### src/cpu16_pkg.sv
// ----------------------------------------------------------
// shared widths, register indices, opcodes and enums of the
// 16-bit multicycle cpu, imported by every rtl module
// ----------------------------------------------------------
package cpu16_pkg;

  localparam int WORD_BITS = 16;
  localparam int ADDR_BITS = 16;
  localparam int NUM_REGS  = 16;
  localparam int IMM_BIT   = 13;            // immediate word follows

  typedef logic [WORD_BITS-1:0] word_t;
  typedef logic [ADDR_BITS-1:0] addr_t;
  typedef logic [3:0]           reg_idx_t;
  typedef logic [5:0]           flags_t;    // eq ne gt ge lt le, bit 0 first

  localparam reg_idx_t IP_IDX     = 4'd12;  // instruction pointer
  localparam reg_idx_t SP_IDX     = 4'd13;  // stack pointer
  localparam reg_idx_t STATUS_IDX = 4'd15;  // compare flags

  typedef enum logic [1:0] {
    CLS_ZERO_REG = 2'b00,
    CLS_ONE_REG  = 2'b01,
    CLS_TWO_REG  = 2'b10
  } instr_class_t;

  typedef enum logic [4:0] {
    ALU_MOVE, ALU_ADD, ALU_SUB, ALU_SHL, ALU_SHR, ALU_CMP, ALU_AND, ALU_OR,
    ALU_NOT, ALU_LNOT, ALU_SHL1, ALU_SHR1, ALU_ROL1, ALU_ROR1,
    ALU_SEL_EQ, ALU_SEL_NE, ALU_SEL_GT, ALU_SEL_GE, ALU_SEL_LT, ALU_SEL_LE,
    ALU_PASS
  } alu_op_t;

  typedef enum logic [2:0] {
    FETCH, DECODE, LOAD_IMM, EXEC, WRITE_MEM, HALT
  } cycle_t;

  // ----------------------------------------------------------
  // opcode fields, two-reg 11..8, one-reg 7..4, zero-reg 4..0
  // ----------------------------------------------------------
  localparam logic [4:0] OPC_MOVE = 5'd0, OPC_ADD = 5'd1, OPC_SUB = 5'd2;
  localparam logic [4:0] OPC_SHL  = 5'd3, OPC_SHR = 5'd4, OPC_CMP = 5'd5;
  localparam logic [4:0] OPC_AND  = 5'd6, OPC_OR  = 5'd7;

  localparam logic [4:0] OPC_IMM_LOAD = 5'd0;   // with immediate
  localparam logic [4:0] OPC_MEM_LOAD = 5'd1;
  localparam logic [4:0] OPC_MEM_STORE = 5'd2;

  localparam logic [4:0] OPC_JMP_IF = 5'd0, OPC_JMP = 5'd1, OPC_JMP_REL = 5'd2;
  localparam logic [4:0] OPC_NOT  = 5'd4, OPC_LNOT = 5'd5;
  localparam logic [4:0] OPC_PUSH = 5'd6, OPC_POP  = 5'd7;
  localparam logic [4:0] OPC_SHL1 = 5'd8, OPC_SHR1 = 5'd9;
  localparam logic [4:0] OPC_ROL1 = 5'd10, OPC_ROR1 = 5'd11;

  localparam logic [4:0] OPC_HALT = 5'd0, OPC_NOP = 5'd1;
  localparam logic [4:0] OPC_SEL_EQ = 5'd4, OPC_SEL_NE = 5'd5, OPC_SEL_GT = 5'd6;
  localparam logic [4:0] OPC_SEL_GE = 5'd7, OPC_SEL_LT = 5'd8, OPC_SEL_LE = 5'd9;

endpackage

### src/cpu16_alu.sv
// ----------------------------------------------------------
// combinational alu for register operations, compare flags
// and selection of one flag into status bit 0
// ----------------------------------------------------------
module cpu16_alu (
  input  cpu16_pkg::alu_op_t alu_op,
  input  cpu16_pkg::word_t   a,
  input  cpu16_pkg::word_t   b,
  input  cpu16_pkg::word_t   status,
  output cpu16_pkg::word_t   result
);
  import cpu16_pkg::*;

  flags_t flags;

  // unsigned compare, eq in bit 0
  assign flags = {a <= b, a < b, a >= b, a > b, a != b, a == b};

  always_comb begin
    case (alu_op)
      ALU_MOVE:   result = a;                   // written to reg b
      ALU_ADD:    result = a + b;
      ALU_SUB:    result = a - b;
      ALU_SHL:    result = a << b;              // 16 or more gives zero
      ALU_SHR:    result = a >> b;
      ALU_CMP:    result = {{(WORD_BITS - $bits(flags_t)){1'b0}}, flags};
      ALU_AND:    result = a & b;
      ALU_OR:     result = a | b;
      ALU_NOT:    result = ~a;
      ALU_LNOT:   result = {{(WORD_BITS - 1){1'b0}}, a == '0};
      ALU_SHL1:   result = a << 1;
      ALU_SHR1:   result = a >> 1;
      ALU_ROL1:   result = {a[WORD_BITS-2:0], a[WORD_BITS-1]};
      ALU_ROR1:   result = {a[0], a[WORD_BITS-1:1]};
      ALU_SEL_EQ: result = {status[WORD_BITS-1:1], status[0]};
      ALU_SEL_NE: result = {status[WORD_BITS-1:1], status[1]};
      ALU_SEL_GT: result = {status[WORD_BITS-1:1], status[2]};
      ALU_SEL_GE: result = {status[WORD_BITS-1:1], status[3]};
      ALU_SEL_LT: result = {status[WORD_BITS-1:1], status[4]};
      ALU_SEL_LE: result = {status[WORD_BITS-1:1], status[5]};
      default:    result = b;                   // pass
    endcase
  end

endmodule

### src/cpu16_control.sv
// ----------------------------------------------------------
// instruction-cycle fsm, sequences fetch, immediate load,
// execute and memory writes, drives the register write port
// and the request/acknowledge memory bus
// ----------------------------------------------------------
module cpu16_control (
  input  logic                    in_clk,
  input  logic                    in_rst,
  input  logic                    mem_ack,
  input  cpu16_pkg::word_t        mem_rdata,
  output logic                    mem_req,
  output logic                    mem_write,
  output cpu16_pkg::addr_t        mem_addr,
  output cpu16_pkg::word_t        mem_wdata,
  output cpu16_pkg::word_t        instr,
  output logic                    halted,
  input  cpu16_pkg::instr_class_t instr_class,
  input  logic                    has_imm,
  input  cpu16_pkg::reg_idx_t     reg_a,
  input  cpu16_pkg::reg_idx_t     reg_b,
  input  cpu16_pkg::alu_op_t      alu_op,
  input  logic [4:0]              op_code,
  input  logic                    illegal,
  input  cpu16_pkg::word_t        alu_result,
  output cpu16_pkg::reg_idx_t     rd_idx_a,
  output cpu16_pkg::reg_idx_t     rd_idx_b,
  output logic                    wr_en,
  output cpu16_pkg::reg_idx_t     wr_idx,
  output cpu16_pkg::word_t        wr_data,
  input  cpu16_pkg::word_t        rd_data_a,
  input  cpu16_pkg::word_t        rd_data_b,
  input  cpu16_pkg::word_t        pc,
  input  cpu16_pkg::word_t        sp
);
  import cpu16_pkg::*;

  cycle_t state, next_state;
  logic   sub, next_sub;          // request / wait half
  word_t  imm, next_imm;          // word after the instruction
  word_t  next_instr;
  logic   next_req, next_write;
  addr_t  next_addr;
  word_t  next_wdata;

  assign halted   = (state == HALT);
  assign rd_idx_a = reg_a;
  assign rd_idx_b = (instr_class == CLS_ONE_REG) ? STATUS_IDX : reg_b;  // jump-if flag

  // ----------------------------------------------------------
  // next state and register write port
  // ----------------------------------------------------------
  always_comb begin
    next_state = state;
    next_sub   = sub;
    next_instr = instr;
    next_imm   = imm;
    next_req   = 1'b0;                // read requests are one-cycle pulses
    next_write = mem_write;
    next_addr  = mem_addr;            // held until ack
    next_wdata = mem_wdata;
    wr_en      = 1'b0;
    wr_idx     = reg_a;
    wr_data    = alu_result;

    case (state)
      FETCH, LOAD_IMM: begin
        if (!sub) begin               // request word at pc, step pc
          next_req  = 1'b1;
          next_addr = pc;
          next_sub  = 1'b1;
          wr_en     = 1'b1;
          wr_idx    = IP_IDX;
          wr_data   = pc + 1'b1;
        end else if (mem_ack) begin
          next_sub = 1'b0;
          if (state == FETCH) begin
            next_instr = mem_rdata;
            next_state = DECODE;
          end else begin
            next_imm   = mem_rdata;
            next_state = EXEC;
          end
        end
      end

      DECODE: begin
        if (illegal)      next_state = HALT;      // unknown opcode
        else if (has_imm) next_state = LOAD_IMM;
        else              next_state = EXEC;
      end

      EXEC: begin
        if (sub) begin                // waiting for load or pop data
          if (mem_ack) begin
            wr_en      = 1'b1;
            wr_data    = mem_rdata;
            next_sub   = 1'b0;
            next_state = FETCH;
          end
        end else begin
          next_state = FETCH;         // most ops finish in one cycle
          case (instr_class)
            CLS_TWO_REG: begin
              wr_en = 1'b1;
              if (alu_op == ALU_MOVE)     wr_idx = reg_b;
              else if (alu_op == ALU_CMP) wr_idx = STATUS_IDX;
            end
            CLS_ONE_REG: begin
              if (has_imm) begin
                case (op_code)
                  OPC_IMM_LOAD: begin
                    wr_en   = 1'b1;
                    wr_data = imm;
                  end
                  OPC_MEM_LOAD: begin
                    next_req   = 1'b1;
                    next_addr  = imm;
                    next_sub   = 1'b1;
                    next_state = EXEC;
                  end
                  default: begin      // store
                    next_req   = 1'b1;
                    next_write = 1'b1;
                    next_addr  = imm;
                    next_wdata = rd_data_a;
                    next_state = WRITE_MEM;
                  end
                endcase
              end else begin
                case (op_code)
                  OPC_JMP_IF: begin
                    wr_en   = rd_data_b[0];   // status bit 0
                    wr_idx  = IP_IDX;
                    wr_data = rd_data_a;
                  end
                  OPC_JMP: begin
                    wr_en   = 1'b1;
                    wr_idx  = IP_IDX;
                    wr_data = rd_data_a;
                  end
                  OPC_JMP_REL: begin
                    wr_en   = 1'b1;
                    wr_idx  = IP_IDX;
                    wr_data = pc + rd_data_a;   // pc already past instr
                  end
                  OPC_PUSH: begin
                    wr_en      = 1'b1;
                    wr_idx     = SP_IDX;
                    wr_data    = sp - 1'b1;
                    next_req   = 1'b1;
                    next_write = 1'b1;
                    next_addr  = sp - 1'b1;
                    next_wdata = rd_data_a;
                    next_state = WRITE_MEM;
                  end
                  OPC_POP: begin
                    wr_en      = 1'b1;
                    wr_idx     = SP_IDX;
                    wr_data    = sp + 1'b1;
                    next_req   = 1'b1;
                    next_addr  = sp;
                    next_sub   = 1'b1;
                    next_state = EXEC;
                  end
                  default: wr_en = 1'b1;      // not, lnot, shifts, rotates
                endcase
              end
            end
            default: begin
              case (op_code)
                OPC_HALT: next_state = HALT;
                OPC_NOP:  next_state = FETCH;
                default: begin              // flag selects
                  wr_en  = 1'b1;
                  wr_idx = STATUS_IDX;
                end
              endcase
            end
          endcase
        end
      end

      WRITE_MEM: begin
        next_req = 1'b1;              // hold until ack
        if (mem_ack) begin
          next_req   = 1'b0;
          next_write = 1'b0;
          next_state = FETCH;
        end
      end

      default: next_state = HALT;     // stays until reset
    endcase
  end

  always_ff @(posedge in_clk) begin
    if (in_rst) begin
      state     <= FETCH;
      sub       <= 1'b0;
      instr     <= '0;
      mem_req   <= 1'b0;
      mem_write <= 1'b0;
    end else begin
      state     <= next_state;
      sub       <= next_sub;
      instr     <= next_instr;
      mem_req   <= next_req;
      mem_write <= next_write;
    end
  end

  always_ff @(posedge in_clk) begin
    imm       <= next_imm;
    mem_addr  <= next_addr;
    mem_wdata <= next_wdata;
  end

endmodule

### src/cpu16_decoder.sv
// ----------------------------------------------------------
// combinational instruction decoder, splits the latched word
// into class, register fields, alu operation and raw opcode
// ----------------------------------------------------------
module cpu16_decoder (
  input  cpu16_pkg::word_t        instr,
  output cpu16_pkg::instr_class_t instr_class,
  output logic                    has_imm,
  output cpu16_pkg::reg_idx_t     reg_a,
  output cpu16_pkg::reg_idx_t     reg_b,
  output cpu16_pkg::alu_op_t      alu_op,
  output logic [4:0]              op_code,
  output logic                    illegal
);
  import cpu16_pkg::*;

  always_comb begin
    has_imm = instr[IMM_BIT];
    alu_op  = ALU_PASS;               // jumps, memory, nop, halt
    illegal = 1'b0;
    reg_a   = instr[3:0];
    reg_b   = '0;
    if (instr[WORD_BITS-1]) begin
      instr_class = CLS_TWO_REG;
      has_imm     = 1'b0;             // bit 13 is reserved here
      reg_a       = instr[7:4];
      reg_b       = instr[3:0];
      op_code     = {1'b0, instr[11:8]};
      case (op_code)
        OPC_MOVE: alu_op = ALU_MOVE;
        OPC_ADD:  alu_op = ALU_ADD;
        OPC_SUB:  alu_op = ALU_SUB;
        OPC_SHL:  alu_op = ALU_SHL;
        OPC_SHR:  alu_op = ALU_SHR;
        OPC_CMP:  alu_op = ALU_CMP;
        OPC_AND:  alu_op = ALU_AND;
        OPC_OR:   alu_op = ALU_OR;
        default:  illegal = 1'b1;     // mul, div, rem and beyond
      endcase
    end else if (instr[WORD_BITS-2]) begin
      instr_class = CLS_ONE_REG;
      op_code     = {1'b0, instr[7:4]};
      if (has_imm) begin
        case (op_code)
          OPC_IMM_LOAD, OPC_MEM_LOAD, OPC_MEM_STORE: illegal = 1'b0;
          default: illegal = 1'b1;
        endcase
      end else begin
        case (op_code)
          OPC_JMP_IF, OPC_JMP, OPC_JMP_REL, OPC_PUSH, OPC_POP: alu_op = ALU_PASS;
          OPC_NOT:  alu_op = ALU_NOT;
          OPC_LNOT: alu_op = ALU_LNOT;
          OPC_SHL1: alu_op = ALU_SHL1;
          OPC_SHR1: alu_op = ALU_SHR1;
          OPC_ROL1: alu_op = ALU_ROL1;
          OPC_ROR1: alu_op = ALU_ROR1;
          default:  illegal = 1'b1;   // call lands here too
        endcase
      end
    end else begin
      instr_class = CLS_ZERO_REG;
      reg_a       = '0;
      op_code     = instr[4:0];
      case (op_code)
        OPC_HALT, OPC_NOP: alu_op = ALU_PASS;
        OPC_SEL_EQ: alu_op = ALU_SEL_EQ;
        OPC_SEL_NE: alu_op = ALU_SEL_NE;
        OPC_SEL_GT: alu_op = ALU_SEL_GT;
        OPC_SEL_GE: alu_op = ALU_SEL_GE;
        OPC_SEL_LT: alu_op = ALU_SEL_LT;
        OPC_SEL_LE: alu_op = ALU_SEL_LE;
        default:    illegal = 1'b1;
      endcase
      if (has_imm) illegal = 1'b1;    // no zero-reg immediate forms
    end
  end

endmodule

### src/cpu16_regfile.sv
// ----------------------------------------------------------
// sixteen general registers, two combinational read ports
// and one write port, with fixed taps on pc, sp and status
// ----------------------------------------------------------
module cpu16_regfile #(
  parameter cpu16_pkg::addr_t ENTRY_ADDR = '0
) (
  input  logic                in_clk,
  input  logic                in_rst,
  input  cpu16_pkg::reg_idx_t rd_idx_a,
  input  cpu16_pkg::reg_idx_t rd_idx_b,
  output cpu16_pkg::word_t    rd_data_a,
  output cpu16_pkg::word_t    rd_data_b,
  input  logic                wr_en,
  input  cpu16_pkg::reg_idx_t wr_idx,
  input  cpu16_pkg::word_t    wr_data,
  output cpu16_pkg::word_t    pc,
  output cpu16_pkg::word_t    sp,
  output cpu16_pkg::word_t    status
);
  import cpu16_pkg::*;

  word_t regs [NUM_REGS];

  always_ff @(posedge in_clk) begin
    if (in_rst) begin
      for (int i = 0; i < NUM_REGS; i++) begin
        regs[i] <= (i == IP_IDX) ? ENTRY_ADDR : '0;  // pc starts at entry point
      end
    end else if (wr_en) begin
      regs[wr_idx] <= wr_data;
    end
  end

  assign rd_data_a = regs[rd_idx_a];
  assign rd_data_b = regs[rd_idx_b];

  assign pc     = regs[IP_IDX];
  assign sp     = regs[SP_IDX];
  assign status = regs[STATUS_IDX];   // flags in low bits

endmodule

### src/cpu16_top.sv
// ----------------------------------------------------------
// top level of the 16-bit cpu, connects controller, decoder,
// alu and register file to the memory bus
// ----------------------------------------------------------
module cpu16_top #(
  parameter cpu16_pkg::addr_t ENTRY_ADDR = 16'h0000
) (
  input  logic             in_clk,
  input  logic             in_rst,
  input  logic             mem_ack,
  input  cpu16_pkg::word_t mem_rdata,
  output logic             mem_req,
  output logic             mem_write,
  output cpu16_pkg::addr_t mem_addr,
  output cpu16_pkg::word_t mem_wdata,
  output cpu16_pkg::word_t instr,
  output cpu16_pkg::addr_t pc,
  output logic             halted
);
  import cpu16_pkg::*;

  instr_class_t instr_class;
  logic         has_imm;
  logic         illegal;
  reg_idx_t     reg_a, reg_b;
  alu_op_t      alu_op;
  logic [4:0]   op_code;
  word_t        alu_result;
  reg_idx_t     rd_idx_a, rd_idx_b, wr_idx;
  word_t        rd_data_a, rd_data_b, wr_data;
  logic         wr_en;
  word_t        sp, status;

  cpu16_control i_control (
    .in_clk, .in_rst, .mem_ack, .mem_rdata, .mem_req, .mem_write, .mem_addr,
    .mem_wdata, .instr, .halted, .instr_class, .has_imm, .reg_a, .reg_b,
    .alu_op, .op_code, .illegal, .alu_result, .rd_idx_a, .rd_idx_b, .wr_en,
    .wr_idx, .wr_data, .rd_data_a, .rd_data_b, .pc, .sp
  );

  cpu16_decoder i_decoder (
    .instr, .instr_class, .has_imm, .reg_a, .reg_b, .alu_op, .op_code, .illegal
  );

  cpu16_alu i_alu (
    .alu_op, .a(rd_data_a), .b(rd_data_b), .status, .result(alu_result)
  );

  cpu16_regfile #(.ENTRY_ADDR(ENTRY_ADDR)) i_regfile (
    .in_clk, .in_rst, .rd_idx_a, .rd_idx_b, .rd_data_a, .rd_data_b,
    .wr_en, .wr_idx, .wr_data, .pc, .sp, .status
  );

endmodule

### config.mk
export PLATFORM = sky130hd
export DESIGN_NAME = cpu16_top
export DESIGN_NICKNAME = d
export VERILOG_FILES = /design/src/cpu16_pkg.sv /design/src/cpu16_alu.sv /design/src/cpu16_control.sv /design/src/cpu16_decoder.sv /design/src/cpu16_regfile.sv /design/src/cpu16_top.sv
export SDC_FILE = /design/constraint.sdc
export NUM_CORES = 1
export LEC_CHECK = 0
export BUFFER_PORTS_ARGS = -buffer_cell sky130_fd_sc_hd__buf_2
export CELL_PAD_IN_SITES_DETAIL_PLACEMENT = 2
export CELL_PAD_IN_SITES_GLOBAL_PLACEMENT = 2
export CORE_ASPECT_RATIO = 0.7
export CORE_MARGIN = 2
export CORE_UTILIZATION = 31
export DETAILED_ROUTE_END_ITERATION = 7
export PLACE_DENSITY = 0.62
export SETUP_SLACK_MARGIN = 0.1
export SLEW_MARGIN = 20
export SYNTH_ARGS = -nofsm -noshare
export SYNTH_HDL_FRONTEND = slang
export SYNTH_HIERARCHICAL = 1
export SYNTH_SLANG_ARGS = --single-unit
### constraint.sdc
create_clock -name in_clk -period 14.32 [get_ports in_clk]
set_input_delay 0 -clock in_clk [delete_from_list [all_inputs] [get_ports in_clk]]
set_output_delay 0 -clock in_clk [all_outputs]
set_load 0.02 [all_outputs]
# Yosys cells after proc, flatten, opt, wreduce, memory -nomap -nowiden
# Memory sizes are Yosys's and may differ from the RTL's.
# Cells that the tools add are included.
# totals
register_bits	70
mem_bits_rw	256
in_bits	19
word_cells	220
memories	1
# mem_list
name	words	width	read_ports	rd_ports_with_merged_regs	write_ports	line	text
i_regfile.regs	16	16	5	0	16	cpu16_regfile.sv:23	word_t regs [NUM_REGS];
# classes
add_sub_neg	6
n_lt_le_gt_ge	4
eq_ne	67
n_shift	2
n_mux	102
bitwise	5
n_reduce_logical	25
# op_table
op	n
16-bit case mux with 20 select lines	1
16-bit two-way mux	15
16-bit case mux with 2 select lines	3
16-bit case mux with 4 select lines	1
5-bit case mux with 6 select lines	2
5-bit by 3-bit == test with 1-bit output, second input constant	10
5-bit by 4-bit == test with 1-bit output, second input constant	10
4-bit two-way mux	11
1-bit two-way mux	42
5-bit case mux with 8 select lines	1
16-bit by 1-bit adder with 16-bit output, second input constant	2
16-bit adder	2
4-bit by 3-bit == test with 1-bit output, second input constant	8
5-bit two-way mux	5
4-bit case mux with 2 select lines	3
3-bit two-way mux	7
5-bit == test, second input constant	4
3-bit case mux with 2 select lines	3
16-bit AND	1
16-bit == test	1
4-bit == test, second input constant	4
16-bit >= comparator	1
16-bit greater-than comparator	1
16-bit less-or-equal comparator	1
other kinds (40)	72

# Depth between registers and ports, before layout
# An unclocked memory read counts as a cell.
# depth
ltp_word	15
ltp_mapped	30
ltp_nobuf	23

# By module
# The synthesis kept the hierarchy.
# by_module_without_submodules
mod	instances	cells_each	area_each_um2	seq_area_each_um2
cpu16_regfile	1	859	13414.1	7687.4
cpu16_control	1	793	6318.6	1881.8
cpu16_alu	1	681	4339.2	0.0
cpu16_decoder	1	63	429.2	0.0

# Worst setup path before layout
# OpenSTA, ideal clock, no wires.
# synth_timing
path_type	reg-to-reg
from	reg i_control.instr[14]
to	mem i_regfile/regs[12][12] (netlist name) (data pin)
arrival_time_ns	7.068
required_time_ns	14.064
setup_slack_ns	6.996
path_stages_with_launch	31
period_less_slack_ns	7.324
path_cell_list	dfxtp_1 > clkbuf_1 > nor2b_1 > ha_1 > clkbuf_1 > clkbuf_1 > or2_2 > buf_2 > buf_2 > mux4_2 > a22oi_1 > nand2_1 > clkbuf_1 > clkinv_1 > clkbuf_1 > ha_1 > nor2b_1 > o21a_1 > o21ai_1 > a21oi_1 > o41ai_1 > o21a_1 > a21oi_1 > o32a_1 > mux2i_1 > a21oi_1 > a21o_1 > a222oi_1 > o311ai_1 > clkbuf_1 > and2_2
# synth_rtl
item	line	text
start: declaration	cpu16_control.sv:15	output cpu16_pkg::word_t instr,
start signal: assignment	cpu16_control.sv:206	instr <= next_instr;
end: declaration	cpu16_regfile.sv:23	

==> qor.txt <==
Status: completed
Total CTS buffers: 39
Switching share of power: 38.0%
Critical Path AT: 9.51 ns
DRC: 0
Least-Margin Pin Slew: 1.23 ns
VDD IR max: 0.0945 mV
Area Overhead vs Synth: 13.3%
Setup Crit Path Kind: reg2reg
Sw Pwr: 1290 uW
Iteration-0 DRC count of the detailed router: 2,196
CTS Root Cell: clkbuf_16
Setup crit end kind: flop
Layout Nets: 2,516
Die Width: 340 um
Leak: 0.00990 uW
Largest net degree at the start of global routing: 52
Syn Area/Cell: 10.2 um2
Row count: 86
Die area: 81,300 um2
Main synth FF type: edfxtp_1
Max-slew headroom: 17.8%
Synth warn: 6
Core Footprint: 78,400 um2
FILL cells: 8,374
DP Worst Slack: 5.45 ns
Setup slack after layout: 5.27 ns
# Post-CTS Setup Buffers: 0
Gate Count Post-Synth: 2,396
Clock power frac: 32.7%
Max cap viols: 0
Startpoint Class: flop
Post-synth ARST share: 0%
Setup TNS Final: 0 ns
Netlist cell types: 101
DP Wirelength: 84.5 mm
Hold buffer count at cts: 16
Total grt overflow: 0
Fin crit share: 63.2%
Post-DRT Antenna Nets: 0
Max Freq: 0.111 GHz
Critical Path RT: 14.79 ns
Detailed Route WL: 116 mm
IO Pins: 86
IO Port Bufs: 85
Pint: 2110 uW
Flop pwr share: 34.1%
Critical path fanouts, max: 34
Num Clock Sinks: 326
Syn_nets: 2,488
Sequential element share of the synthesized area: 39.1%
Synthesis-stage register bit count: 326
Final core occ: 35.4%
CTS max path bufs: 3
Combinational power share: 33.2%
Setup Skew: 0.0376 ns
Final worst path period need: 9.05 ns
Gr usage total: 28.0%
TritonRoute pass-1 iters: 6
# resized after CTS: 0
Post-DR wirelength/cell: 33.0 um
Slew Limit Fails: 0
Antenna violations before repair: 8
Clock-pin transition on the worst setup and hold timing paths: 0.07 ns
Worst hold path class: in2reg
Mapped cell area: 24,500 um2
Htree depth: 2
Final setup violating endpoints: 0
Final-report hold violation count: 0
Pwr/cell area: 123 nW/um2
Share of layout cells above drive strength 1: 19.1%
Vias: 21,800
First-pass GRT wire length: 166 mm
Vias per std cell: 6.20
Vias in the first global route: 22,400
Initial Utilization: 31.2%
Number of synthesized flops with an enable pin: 304
CTS tree: done
Gpl congestion: 0.944
Chip Height: 239 um
Clk Latency, worst-skew pair: 0.61 ns
RSZ-0062 raised after global routing: no
[cells in the final DEF (no fill, tap or decap), drive strengths merged, types with 33 or more instances in the layout]
cell type	n
nor3	47
nor4	33
edfxtp	304
nand2	195
mux2i	45
o21ai	109
inv	64
mux4	131
nor2	162
buf	172
ha	70
and2	269
nand3	41
xnor2	43
clkbuf	48
a22oi	78
a21oi	130
[layer usage]
| layer | up-vias | track usage, % | share of wire (%) |
|---|---|---|---|
| met5 | - | 0 | 0.024 |
| met4 | 4 | 6.14 | 2.1 |
| met3 | 148 | 6.10 | 9.0 |
| met2 | 945 | 41.0 | 42 |
| met1 | 11500 | 41.9 | 47 |
| li1 | 9162 | - | - |
[power groups by stage]
stage                     clock network, uW  logic (uW)  registers [uW]
after detailed placement                  0        1100            1170
after CTS                              1140        1110            1150
after global routing                   1170        1200            1160
after floorplan                           0         654            1160
final                                  1110        1130            1160
after global placement                    0        1080            1170
[flip-flops by register name (all words and copies together) (netlist names)]
name and count:
i_control/state 3, i_control/imm 16, i_control/mem_wdata 16, i_control/sub 1, i_control/mem_addr 16, i_control/mem_write 1
i_control/instr 16, i_regfile/regs 256, i_control/mem_req 1
[cells in the mapped netlist, types with 24 or more instances]
| cell | n | area share [%] |
|---|---|---|
| edfxtp_1 | 304 | 37 |
| nand2_1 | 194 | 3.0 |
| and2_1 | 252 | 6.4 |
| a211oi_1 | 27 | 0.83 |
| nand4_1 | 29 | 0.74 |
| inv_1 | 62 | 0.95 |
| a21oi_1 | 129 | 2.6 |
| nor2_1 | 157 | 2.4 |
| xnor2_1 | 43 | 1.5 |
| ha_1 | 70 | 3.6 |
| a221oi_1 | 29 | 1.0 |
| or2_2 | 26 | 0.66 |
| mux2i_1 | 45 | 1.8 |
| nor3_1 | 42 | 0.86 |
| nor2b_1 | 25 | 0.64 |
| nand3_1 | 41 | 0.84 |
| clkbuf_1 | 136 | 2.1 |
| mux4_2 | 131 | 12 |
| nor4_1 | 30 | 0.77 |
| a22oi_1 | 78 | 2.4 |
| buf_2 | 38 | 0.78 |
| o211ai_1 | 24 | 0.74 |
| o21ai_0 | 96 | 2.0 |
[kinds of logic after synthesis]
| group | Yosys count | share of synthesized area [%] |
|---|---|---|
| AOI/OAI and AO/OA | 573 | 16.0 |
| adders and majority gates | 73 | 3.82 |
| DFF | 326 | 39.1 |
| and+or+nand+nor | 904 | 19.9 |
| buffers and inverters | 268 | 4.51 |
| muxes | 187 | 14.4 |
| xor gates and xnor gates | 65 | 2.32 |
[worst max-delay path, cell delays in order (launching register included)]
cell and delay (ns):
dfxtp_1 0.65, nor2b_1 0.41, ha_1 0.22, buf_4 0.30, or2_4 0.72, buf_4 0.67, mux4_2 0.61, a22oi_1 0.36
nand2_1 0.43, inv_1 0.21, ha_1 0.40, nor4_1 0.67, nand3_1 0.23, nor2_1 0.23, a211oi_1 0.10, o2111ai_1 0.10
a21oi_1 0.08, a41oi_1 0.85, nor2_1 0.13, o21ai_0 0.21, o211ai_1 0.12, o21ai_1 0.82, and2_2 0.29
[worst paths after layout]
| path | from | endpoint | slack, ns | cells after the start |
|---|---|---|---|---|
| worst max register to register | i_control/instr[14]$_SDFFE_PP0P_ | i_regfile/regs[12][5]$_SDFFCE_PN0P_ | 5.27 | 22 |
| worst min-delay path | in_rst | i_control/instr[11]$_SDFFE_PP0P_ | 0.03 | 3 |
| worst max-delay path | i_control/instr[14]$_SDFFE_PP0P_ | i_regfile/regs[12][5]$_SDFFCE_PN0P_ | 5.27 | 22 |
| worst min register to register | i_control/instr[12]$_SDFFE_PP0P_ | i_control/instr[12]$_SDFFE_PP0P_ | 0.48 | 2 |
[through the flow]
| step | total power, uW | instances | hold slack, ns | area [um2] |
|---|---|---|---|---|
| 3_3_place_gp | 2240 | 3423 | 0.236 | 26200 |
| 5_1_grt | 3530 | 3508 | 0.0343 | 27800 |
| 4_1_cts | 3400 | 3508 | 0.00149 | 27700 |
| 3_5_place_dp | 2270 | 3423 | 0.236 | 26200 |
| 2_1_floorplan | 1810 | 2396 | 0.0721 | 24500 |
| 6_report | 3400 | 3510 | 0.0320 | 27800 |
[area by class of cell]
cell class | count | area, um2 | share of cell area [%]
Clock buffer | 48 | 1020 | 3.67
Antenna cell | 2 | 5.00 | 0.0180
Timing Repair Buffer | 188 | 1240 | 4.46
Tap cell | 1056 | 1320 | 4.76
Sequential cell | 326 | 9570 | 34.5
Clock inverter | 21 | 379 | 1.37
Inverter | 67 | 251 | 0.906
Multi-Input combinational cell | 1802 | 14000 | 50.3
(Power assumes the default switching activity.)
